--- src/verilog/reg_pkg.sv ---
// Register card shared definitions
// Word and byte types, register index, microcode and front-panel codes

package reg_pkg;

   ////////////////////////////////////////////////////////////
   // Data types
   ////////////////////////////////////////////////////////////

   typedef logic [15:0] word_t;              // Register or IBus value
   typedef logic [7:0]  byte_t;              // Front-panel value

   localparam int NUM_REGS    = 4;           // Major registers on the card
   localparam int PC_OUT_BITS = 6;           // Exported top of the PC

   // Register index, also the low bits of a card address
   typedef enum logic [1:0] {
      REG_PC = 2'd0,
      REG_DR = 2'd1,
      REG_AC = 2'd2,
      REG_SP = 2'd3
   } reg_id_t;

   ////////////////////////////////////////////////////////////
   // Microcode and front-panel codes
   ////////////////////////////////////////////////////////////

   // Read and write addresses owned by this card
   typedef enum logic [4:0] {
      ADDR_PC = 5'd8,
      ADDR_DR = 5'd9,
      ADDR_AC = 5'd10,
      ADDR_SP = 5'd11
   } addr_code_t;

   // Action opcodes, 0 to 7 belong to other cards
   typedef enum logic [3:0] {
      ACT_INC_PC = 4'd8,
      ACT_INC_DR = 4'd10,
      ACT_DEC_DR = 4'd11,
      ACT_INC_AC = 4'd12,
      ACT_DEC_AC = 4'd13,
      ACT_INC_SP = 4'd14,
      ACT_DEC_SP = 4'd15
   } action_t;

   // Front-panel byte select, register in bits 2:1, half in bit 0
   typedef enum logic [2:0] {
      FP_PC_LO = 3'd0,
      FP_PC_HI = 3'd1,
      FP_DR_LO = 3'd2,
      FP_DR_HI = 3'd3,
      FP_AC_LO = 3'd4,
      FP_AC_HI = 3'd5,
      FP_SP_LO = 3'd6,
      FP_SP_HI = 3'd7
   } fp_sel_t;

endpackage

--- src/verilog/ucode_decoder.sv ---
// Microcode field decoder for the register card
// Combinational decode of the read address, write address and action
// fields into per-register strobes

`timescale 1ns/1ns

module ucode_decoder (
   input  logic [4:0]                   raddr,     // IBus read address field
   input  logic [4:0]                   waddr,     // IBus write address field
   input  reg_pkg::action_t             action,    // Action opcode field
   output logic [reg_pkg::NUM_REGS-1:0] write_en,  // One-hot load from IBus
   output logic [reg_pkg::NUM_REGS-1:0] inc_en,    // One-hot increment
   output logic [reg_pkg::NUM_REGS-1:0] dec_en,    // One-hot decrement of DR, AC or SP
   output logic                         read_en,   // Card drives IBus
   output reg_pkg::reg_id_t             read_reg   // Register to drive
);
   import reg_pkg::*;

   logic    waddr_hit;                            // Write address is ours
   reg_id_t waddr_reg;                            // Register to load

   // Bit 4 low and bit 3 high mark a card address
   // Only low bits 0 to 3 are populated
   // Low bits 4 to 7 belong to other cards
   function automatic logic card_hit(input logic [4:0] addr);
      return addr inside {ADDR_PC, ADDR_DR, ADDR_AC, ADDR_SP};
   endfunction

   ////////////////////////////////////////////////////////////
   // Address decoders
   ////////////////////////////////////////////////////////////

   assign read_en   = card_hit(raddr);
   assign read_reg  = reg_id_t'(raddr[1:0]);     // Low bits index the register
   assign waddr_hit = card_hit(waddr);
   assign waddr_reg = reg_id_t'(waddr[1:0]);

   always_comb begin
      write_en = '0;
      if (waddr_hit) begin
         write_en[waddr_reg] = 1'b1;              // At most one load strobe
      end
   end

   ////////////////////////////////////////////////////////////
   // Action decoder
   ////////////////////////////////////////////////////////////

   always_comb begin
      inc_en = '0;
      dec_en = '0;
      case (action)
         ACT_INC_PC: inc_en[REG_PC] = 1'b1;      // PC only counts up
         ACT_INC_DR: inc_en[REG_DR] = 1'b1;
         ACT_DEC_DR: dec_en[REG_DR] = 1'b1;
         ACT_INC_AC: inc_en[REG_AC] = 1'b1;
         ACT_DEC_AC: dec_en[REG_AC] = 1'b1;
         ACT_INC_SP: inc_en[REG_SP] = 1'b1;      // Stack push or pop
         ACT_DEC_SP: dec_en[REG_SP] = 1'b1;
         default: ;                              // Code 9 and other cards' codes stay inert
      endcase
   end

endmodule

--- src/verilog/reg_major.sv ---
// One 16-bit major register of the card
// Loads from the IBus, or counts up or down by one with wraparound

`timescale 1ns/1ns

module reg_major (
   input  logic           clk4,     // Write phase clock
   input  logic           reset,    // Synchronous, active high
   input  reg_pkg::word_t ibus_in,  // IBus data to load
   input  logic           write,    // Load strobe
   input  logic           inc,      // Increment strobe
   input  logic           dec,      // Decrement strobe
   output reg_pkg::word_t value     // Current register contents
);
   import reg_pkg::*;

   word_t next_value;               // Value after this edge
   word_t value_inc;                // Up-count result
   word_t value_dec;                // Down-count result

   ////////////////////////////////////////////////////////////
   // Next-value logic
   ////////////////////////////////////////////////////////////

   // Both counters wrap modulo 2^16
   assign value_inc = value + 16'd1;
   assign value_dec = value - 16'd1;

   // A load wins over an action in the same cycle
   always_comb begin
      if (write) begin
         next_value = ibus_in;      // Load from bus
      end else if (inc) begin
         next_value = value_inc;    // FFFF rolls to 0000
      end else if (dec) begin
         next_value = value_dec;    // 0000 rolls to FFFF
      end else begin
         next_value = value;        // Hold
      end
   end

   ////////////////////////////////////////////////////////////
   // Register
   ////////////////////////////////////////////////////////////

   always_ff @(posedge clk4) begin
      if (reset) begin
         value <= '0;               // All majors power up at zero
      end else begin
         value <= next_value;
      end
   end

endmodule

--- src/verilog/reg_readout.sv ---
// Readout side of the register card
// IBus read multiplexer, front-panel byte multiplexer and the exported
// PC bits, accumulator and AC-zero flag

`timescale 1ns/1ns

module reg_readout (
   input  reg_pkg::word_t                  pc_value,    // Program counter
   input  reg_pkg::word_t                  dr_value,    // Data register
   input  reg_pkg::word_t                  ac_value,    // Accumulator
   input  reg_pkg::word_t                  sp_value,    // Stack pointer
   input  logic                            read_en,     // Read address is ours
   input  reg_pkg::reg_id_t                read_reg,    // Register to drive
   input  logic                            fp_en,       // Front panel enable
   input  reg_pkg::fp_sel_t                fp_sel,      // Front panel byte select
   output reg_pkg::word_t                  ibus_out,    // IBus data out
   output logic                            ibus_drive,  // IBus drive enable
   output reg_pkg::byte_t                  fpd,         // Front panel data
   output logic [reg_pkg::PC_OUT_BITS-1:0] pc_hi,       // Top of PC
   output reg_pkg::word_t                  ac,          // Exported accumulator
   output logic                            fz           // AC is zero
);
   import reg_pkg::*;

   word_t sel_word;                 // Register picked by raddr
   byte_t fp_byte;                  // Byte picked by fp_sel

   ////////////////////////////////////////////////////////////
   // IBus read path, no register delay
   ////////////////////////////////////////////////////////////

   always_comb begin
      case (read_reg)
         REG_PC:  sel_word = pc_value;
         REG_DR:  sel_word = dr_value;
         REG_AC:  sel_word = ac_value;
         default: sel_word = sp_value;  // REG_SP
      endcase
   end

   assign ibus_out   = read_en ? sel_word : '0;  // Bus idles at zero
   assign ibus_drive = read_en;

   ////////////////////////////////////////////////////////////
   // Front panel byte select
   ////////////////////////////////////////////////////////////

   always_comb begin
      case (fp_sel)
         FP_PC_LO: fp_byte = pc_value[7:0];
         FP_PC_HI: fp_byte = pc_value[15:8];
         FP_DR_LO: fp_byte = dr_value[7:0];
         FP_DR_HI: fp_byte = dr_value[15:8];
         FP_AC_LO: fp_byte = ac_value[7:0];
         FP_AC_HI: fp_byte = ac_value[15:8];
         FP_SP_LO: fp_byte = sp_value[7:0];
         default:  fp_byte = sp_value[15:8];   // FP_SP_HI
      endcase
   end

   assign fpd = fp_en ? fp_byte : '0;

   // Exported values and flag
   assign pc_hi = pc_value[15 -: PC_OUT_BITS];   // Bits 15:10
   assign ac    = ac_value;
   assign fz    = (ac_value == '0);

endmodule

--- src/verilog/card_reg.sv ---
// Register card top level
// Microcode decoder, the PC, DR, AC and SP major registers, and the
// bus and front-panel readout

`timescale 1ns/1ns

module card_reg (
   input  logic                            clk4,        // Write phase clock
   input  logic                            reset,       // Synchronous, active high
   input  logic [4:0]                      raddr,       // IBus read address
   input  logic [4:0]                      waddr,       // IBus write address
   input  logic [3:0]                      action,      // Action field
   input  reg_pkg::word_t                  ibus_in,     // IBus data in
   input  logic                            fp_en,       // Front panel enable
   input  reg_pkg::fp_sel_t                fp_sel,      // Front panel byte select
   output reg_pkg::word_t                  ibus_out,    // IBus data out
   output logic                            ibus_drive,  // IBus drive enable
   output reg_pkg::byte_t                  fpd,         // Front panel data
   output logic [reg_pkg::PC_OUT_BITS-1:0] pc_hi,       // PC bits 15:10
   output reg_pkg::word_t                  ac,          // Accumulator
   output logic                            fz           // AC zero flag
);
   import reg_pkg::*;

   logic [NUM_REGS-1:0] write_en;   // Per-register load strobes
   logic [NUM_REGS-1:0] inc_en;     // Per-register increment
   logic [NUM_REGS-1:0] dec_en;     // Per-register decrement
   logic                read_en;
   reg_id_t             read_reg;
   word_t               pc_value;
   word_t               dr_value;
   word_t               ac_value;
   word_t               sp_value;

   ////////////////////////////////////////////////////////////
   // Microcode decode
   ////////////////////////////////////////////////////////////

   ucode_decoder decoder_i (
      .raddr    (raddr),
      .waddr    (waddr),
      .action   (action_t'(action)),   // Raw field onto the opcode type
      .write_en (write_en),
      .inc_en   (inc_en),
      .dec_en   (dec_en),
      .read_en  (read_en),
      .read_reg (read_reg)
   );

   ////////////////////////////////////////////////////////////
   // The four major registers
   ////////////////////////////////////////////////////////////

   reg_major reg_pc_i (             // Program counter, decrement never raised
      .clk4 (clk4), .reset (reset), .ibus_in (ibus_in),
      .write (write_en[REG_PC]), .inc (inc_en[REG_PC]), .dec (dec_en[REG_PC]),
      .value (pc_value)
   );

   reg_major reg_dr_i (             // Data register
      .clk4 (clk4), .reset (reset), .ibus_in (ibus_in),
      .write (write_en[REG_DR]), .inc (inc_en[REG_DR]), .dec (dec_en[REG_DR]),
      .value (dr_value)
   );

   reg_major reg_ac_i (             // Accumulator
      .clk4 (clk4), .reset (reset), .ibus_in (ibus_in),
      .write (write_en[REG_AC]), .inc (inc_en[REG_AC]), .dec (dec_en[REG_AC]),
      .value (ac_value)
   );

   reg_major reg_sp_i (             // Stack pointer
      .clk4 (clk4), .reset (reset), .ibus_in (ibus_in),
      .write (write_en[REG_SP]), .inc (inc_en[REG_SP]), .dec (dec_en[REG_SP]),
      .value (sp_value)
   );

   ////////////////////////////////////////////////////////////
   // Bus, front panel and exported outputs
   ////////////////////////////////////////////////////////////

   reg_readout readout_i (
      .pc_value   (pc_value),
      .dr_value   (dr_value),
      .ac_value   (ac_value),
      .sp_value   (sp_value),
      .read_en    (read_en),
      .read_reg   (read_reg),
      .fp_en      (fp_en),
      .fp_sel     (fp_sel),
      .ibus_out   (ibus_out),
      .ibus_drive (ibus_drive),
      .fpd        (fpd),
      .pc_hi      (pc_hi),
      .ac         (ac),
      .fz         (fz)
   );

endmodule

--- config.mk ---
export PLATFORM = sky130hd
export DESIGN_NAME = card_reg
export DESIGN_NICKNAME = d
export VERILOG_FILES = /design/src/verilog/reg_pkg.sv /design/src/verilog/ucode_decoder.sv /design/src/verilog/reg_major.sv /design/src/verilog/reg_readout.sv /design/src/verilog/card_reg.sv
export SDC_FILE = /design/constraint.sdc
export NUM_CORES = 1
export LEC_CHECK = 0
export ABC_AREA = 0
export BUFFER_PORTS_ARGS = -buffer_cell sky130_fd_sc_hd__buf_2
export CORE_MARGIN = 1
export CORE_UTILIZATION = 33
export DETAILED_ROUTE_END_ITERATION = 10
export GPL_ROUTABILITY_DRIVEN = 0
export SYNTH_ARGS = -nofsm -noshare
export SYNTH_HDL_FRONTEND = slang
export SYNTH_HIERARCHICAL = 1
export SYNTH_SLANG_ARGS = --single-unit
--- constraint.sdc ---
create_clock -name clk4 -period 10.1 [get_ports clk4]
set_input_delay 2.02 -clock clk4 [delete_from_list [all_inputs] [get_ports clk4]]
set_output_delay 2.02 -clock clk4 [all_outputs]
set_load 0.01 [all_outputs]
==> flow_summary.json, run 1 <==
{
  "synth-edff-count": 0,
  "period_needed_ns": 5.62,
  "final_hold_viol_count": 0,
  "yosysWarningCount": 6,
  "drive_above_1_share": 0.187,
  "initial_core_util": 0.335,
  "multi_input_area_mm2": 0.00557,
  "die_area_mm2": 0.0235,
  "antenna_found_initial": 0,
  "drtIter0Drc": 759,
  "grt_overflow_total": 0,
  "fillers": 2358,
  "drtPass1Iterations": 5,
  "ys_seq_area_frac": 0.169,
  "core_mm2": 0.0226,
  "die_w_um": 153,
  "start_kind": "primary input",
  "p_per_area_mw_per_mm2": 189,
  "hold_path_class": "reg -> reg",
  "ys_ff_latch": 64,
  "slowest_delay_ns": 0.49,
  "worstSetupEndpointType": "output pin",
  "crit_family": "buffers and inverters",
  "cts_tree": "built",
  "cts_hold_buf": 0,
  "async_reset_ff_frac": 0,
  "ys.flop_type": "dfxtp_1",
  "cts_sinks": 64,
  "syn-mean-instance-area_um2": 7.99,
  "die_y_um": 153,
  "synthDistinctLibCells": 75,
  "nNetsFinal": 1061,
  "crit_fanout": 29,
  "hpwl_um": 19600,
  "fin_worst_skew_ns": 0.00588,
  "syn_nets": 1043,
  "num_rows": 55,
  "final_antenna_net_count": 0,
  "grt_pass1_vias": 6804,
  "fin_crit_sh": 0.556,
  "grt_max_degree": 69,
  "peakVddDrop_uv": 78.7,
  "cts_resized": 0,
  "portBuffers": 83,
  "crit_type": "in -> out",
  "syn_area_mm2": 0.00756,
  "clk_path_buf_depth": 2,
  "rsz0062_at_grt": "no",
  "setup_viol": 0,
  "drv_cap": 0,
  "drc": 0,
  "wl_um": 26500,
  "path_common_cell": "buf_2",
  "grtUsageTotal": 0.222,
  "critPathSlowestCell": "buf_2",
  "antenna_cells_inserted": 0,
  "areaGrowthSynthToFinish_pct": 7.81,
  "ioPinCount": 84,
  "cts-root-buf": "clkbuf_16",
  "tightest_slew_ns": 1.13,
  "cp_cell_sequence": "buf_2, mux2i_1, mux4_2, nor2_1, buf_2",
  "total_leakage_power_nw": 3.50,
  "critPathArrivalTime_ns": 3.60,
  "fin_tns_setup_ns": 0,
  "outcome": "finished clean",
  "grt_pass1_wl_um": 40000,
  "required_ns": 8.08,
  "maxSlewViolCount": 0,
  "path_buf_inv": 2,
  "routed-via-count": 7566,
  "timing.fmax_mhz": 178,
  "netlist_instances": 947,
  "max_slew_margin": 0.247,
  "numCtsBuffers": 9,
  "path_clk_slew_ns": 0.06,
  "cts_setup_buffers": 0,
  "clk-insertion-delay-late_ns": 0.35,
  "fin_util": 0.361,
  "register_area_mm2": 0.00128,
  "wire_per_inst_um": 21.1,
  "viasPerCell": 6.03,
  "htree_levels": 3
}
==> metrics by stage <==
stage	instances	setup WS, ns	total power, mW	hold WS (ns)	area, um^2
detailed placement	1239	4.55	1.17	0.534	7830
CTS	1255	4.55	1.53	0.555	8150
global placement	1239	4.58	1.16	0.527	7830
finish	1255	4.48	1.54	0.551	8150
global route	1255	4.44	1.63	0.596	8150
floorplan	947	4.99	1.01	0.480	7560
==> synth_stat cells (15+ instances only) <==
master	number	share of area
nand2_1	75	0.037
xnor2_1	26	0.030
o22ai_1	17	0.014
and2_1	21	0.017
ha_1	56	0.093
buf_4	31	0.031
mux2i_1	26	0.034
xor2_1	15	0.017
a21o_1	23	0.023
a21oi_1	96	0.064
dfxtp_1	64	0.17
nor3_1	27	0.018
nor2_1	90	0.045
inv_1	36	0.018
mux4_2	19	0.057
o21ai_1	20	0.013
o21ai_0	39	0.026
buf_2	16	0.011
==> worst paths after layout <==
check / start / to / slack (ns) / depth (start not counted)
max reg2reg: reg_ac_i/value[0] / reg_ac_i/value[12] / 7.69 / 8
max: fp_sel[1] / fpd[3] / 4.48 / 5
min: reg_dr_i/value[5] / reg_dr_i/value[5] / 0.55 / 2
min reg2reg: reg_dr_i/value[5] / reg_dr_i/value[5] / 0.55 / 2
==> flip-flops by register name, indices dropped and copies added (netlist names) <==
name / flops
reg_pc_i/value: 16
reg_dr_i/value: 16
reg_ac_i/value: 16
reg_sp_i/value: 16
==> kinds of logic (layout without fill, tap and decap cells) <==
group,after synthesis,after routing,synth area share
compound gates,317,317,0.290
xor+xnor,41,41,0.0475
fa+ha+maj,60,60,0.103
buf+inv,121,144,0.0973
flops,64,64,0.169
mux,50,50,0.0999
other cells,1,1,0.000496
simple gates,293,293,0.192
==> worst min-delay path: cells and delay by family, from the launching register on <==
family	cells	cell delay, ns
DFF	1	0.35
AOI/OAI and AO/OA	1	0.08
and+or+nand+nor	1	0.07
==> cell type report <==
type                    count  area share
clock buffers               9      0.0276
clock inverters             7      0.0126
inverters                  36      0.0166
multi-input cells         762       0.683
flip-flops and latches     64       0.157
well taps                 285      0.0437
repair buffers             92      0.0592
==> power breakdown <==
part           internal (mW)  total [mW]  leakage (nW)  switching (mW)
Combinational          0.362       0.816          2.82           0.454
Clock                  0.219       0.356         0.157           0.137
Sequential             0.291       0.369         0.525          0.0774
Total                  0.873        1.54          3.50           0.668
==> per-layer routing <==
layer  track usage  wire (um)
met1         0.302      11500
met2         0.351      11900
met3        0.0281       2130
met4        0.0990        959
met5             0          0
==> cell usage in the layout, fill, tap and decap left out, types with 8 or more instances in the layout <==
cell type	instances
xnor2_1	26
a211oi_1	14
mux2i_1	26
inv_1	36
dfxtp_1	64
o21ai_1	20
a21o_1	23
buf_2	83
and2_1	21
o21ai_0	39
nor3_1	27
mux4_2	19
xor2_1	15
a31oi_1	13
nor2_1	90
a21oi_2	9
buf_4	9
a221oi_1	11
and3_1	14
clkbuf_16	9
nand3_1	8
o22ai_1	17
ha_1	56
o21a_1	10
nand2_1	75
a21oi_1	96
Power figures use the tool's default switching activity.
==> run 2: changes to the inputs <==
==> constraint.sdc (replaced) <==
create_clock -name clk4 -period 5 [get_ports clk4]
set_input_delay 1 -clock clk4 [delete_from_list [all_inputs] [get_ports clk4]]
set_output_delay 1 -clock clk4 [all_outputs]
set_load 0.01 [all_outputs]
==> run 2 against run 1 <==
Via count shrank 0.16%. Non-clock buffer count rose by 2. Critical path depth rose by 1. Worst setup slack got worse by 3.1 ns. Register-to-register slack lost 5.1 ns. Routed wire length shrank 1.2%. Cell count hardly changed. Design area grew 0.38%. First-iteration DRC count up 18%. Clock power is 110% higher. Critical path type unchanged. Critical endpoint is now fpd[7]. Highest routed layer unchanged.
==> flow_summary.json, run 2 (synthesis gave the netlist of run 1 again) <==
{
  "final_hold_viol_count": 0,
  "num_rows": 55,
  "worstSetupEndpointType": "output pin",
  "outcome": "finished clean",
  "drc": 0,
  "register_area_mm2": 0.00128,
  "wl_um": 26100,
  "grt_overflow_total": 0,
  "final_cell_mix": "a21oi_1 (96), nor2_1 (90), buf_2 (83)",
  "critPathSlowestCell": "buf_2",
  "cts_tree": "built",
  "wire_per_inst_um": 20.8,
  "p_per_area_mw_per_mm2": 383,
  "numCtsBuffers": 9,
  "clk_path_buf_depth": 2,
  "grtUsageTotal": 0.224,
  "setup_viol": 0,
  "fin_tns_setup_ns": 0,
  "cts_setup_buffers": 0,
  "crit_type": "in -> out",
  "cts-root-buf": "clkbuf_16",
  "drive_above_1_share": 0.187,
  "cts_resized": 0,
  "initial_core_util": 0.335,
  "drtPass1Iterations": 5,
  "fin_crit_sh": 0.728,
  "layout.cells.most_common": "a21oi_1",
  "max_slew_margin": 0.285,
  "hold_path_class": "reg -> reg",
  "fillers": 2373,
  "path_common_cell": "buf_2",
  "grt_max_degree": 52,
  "cts_hold_buf": 0,
  "path_clk_slew_ns": 0.06,
  "routed-via-count": 7554,
  "clk-insertion-delay-late_ns": 0.35,
  "required_ns": 4.00,
  "drv_cap": 0,
  "core_mm2": 0.0226,
  "cp_cell_sequence": "buf_2, and2_1, nand2_1, o21ai_0, nor2_1, buf_2",
  "total_leakage_power_nw": 3.52,
  "place_inst": 1241,
  "whs_ns": 0.557,
  "die_area_mm2": 0.0235,
  "hpwl_um": 19600,
  "period_needed_ns": 3.64,
  "slowest_delay_ns": 0.49,
  "instances_no_fill": 1256,
  "multi_input_area_mm2": 0.00557,
  "crit_fanout": 29,
  "portBuffers": 83,
  "nNetsFinal": 1063,
  "fin_worst_skew_ns": 0.00728,
  "start_kind": "primary input",
  "tightest_slew_ns": 1.07,
  "peakVddDrop_uv": 169,
  "antenna_cells_inserted": 0,
  "critPathArrivalTime_ns": 2.64,
  "die_y_um": 153,
  "htree_levels": 3,
  "grt_pass1_wl_um": 40900,
  "die_w_um": 153,
  "drtIter0Drc": 893,
  "final_antenna_net_count": 0,
  "maxSlewViolCount": 0,
  "timing.fmax_mhz": 275,
  "rsz0062_at_grt": "no",
  "grt_pass1_vias": 7128,
  "cts_sinks": 64,
  "areaGrowthSynthToFinish_pct": 8.22,
  "ioPinCount": 84,
  "viasPerCell": 6.01,
  "antenna_found_initial": 0
}
[run 2: final cells by class]
class	instances	area share
clock buffer	10	0.0292
clock inverter	5	0.0128
inverter	36	0.0165
multi-input combinational	762	0.680
sequential	64	0.157
tap	285	0.0436
timing repair buffer	94	0.0608
[run 2: metal layers]
metal  global-route usage  wire length (um)  vias up
met3               0.0357              1980       63
met5                    0                 0        -
met4                0.102              1080        0
met2                0.349             11400      351
met1                0.303             11700     3584
li1                     -                 -     3556
[run 2: final timing paths]
path / start / endpoint / slack (ns) / cells after the start
min reg2reg: reg_dr_i/value[5] / reg_dr_i/value[5] / 0.56 / 2
max: fp_sel[1] / fpd[7] / 1.36 / 6
max reg2reg: reg_dr_i/value[0] / reg_dr_i/value[12] / 2.64 / 8
min: reg_dr_i/value[5] / reg_dr_i/value[5] / 0.56 / 2
[run 2: power by group]
| part | switching, mW | total [mW] | internal (mW) |
|---|---|---|---|
| Combinational | 0.911 | 1.64 | 0.732 |
| Clock | 0.254 | 0.752 | 0.498 |
| Sequential | 0.152 | 0.741 | 0.589 |
| Total | 1.32 | 3.14 | 1.82 |
[run 2: worst max-delay path: cells and delay by family]
family | cells | cell delay [ns]
buffers and inverters | 2 | 0.64
AO/OA/AOI/OAI | 1 | 0.29
AND/OR/NAND/NOR | 3 | 0.69
[run 2: metrics by stage]
stage	power [mW]	area (um^2)	utilization	setup WS [ns]
2_1_floorplan	2.03	7560	-	1.42
3_3_place_gp	2.34	7840	0.347	1.34
3_5_place_dp	2.35	7840	0.347	1.24
4_1_cts	3.11	8180	0.363	1.41
5_1_grt	3.34	8180	0.363	1.20
6_report	3.14	8180	0.363	1.36
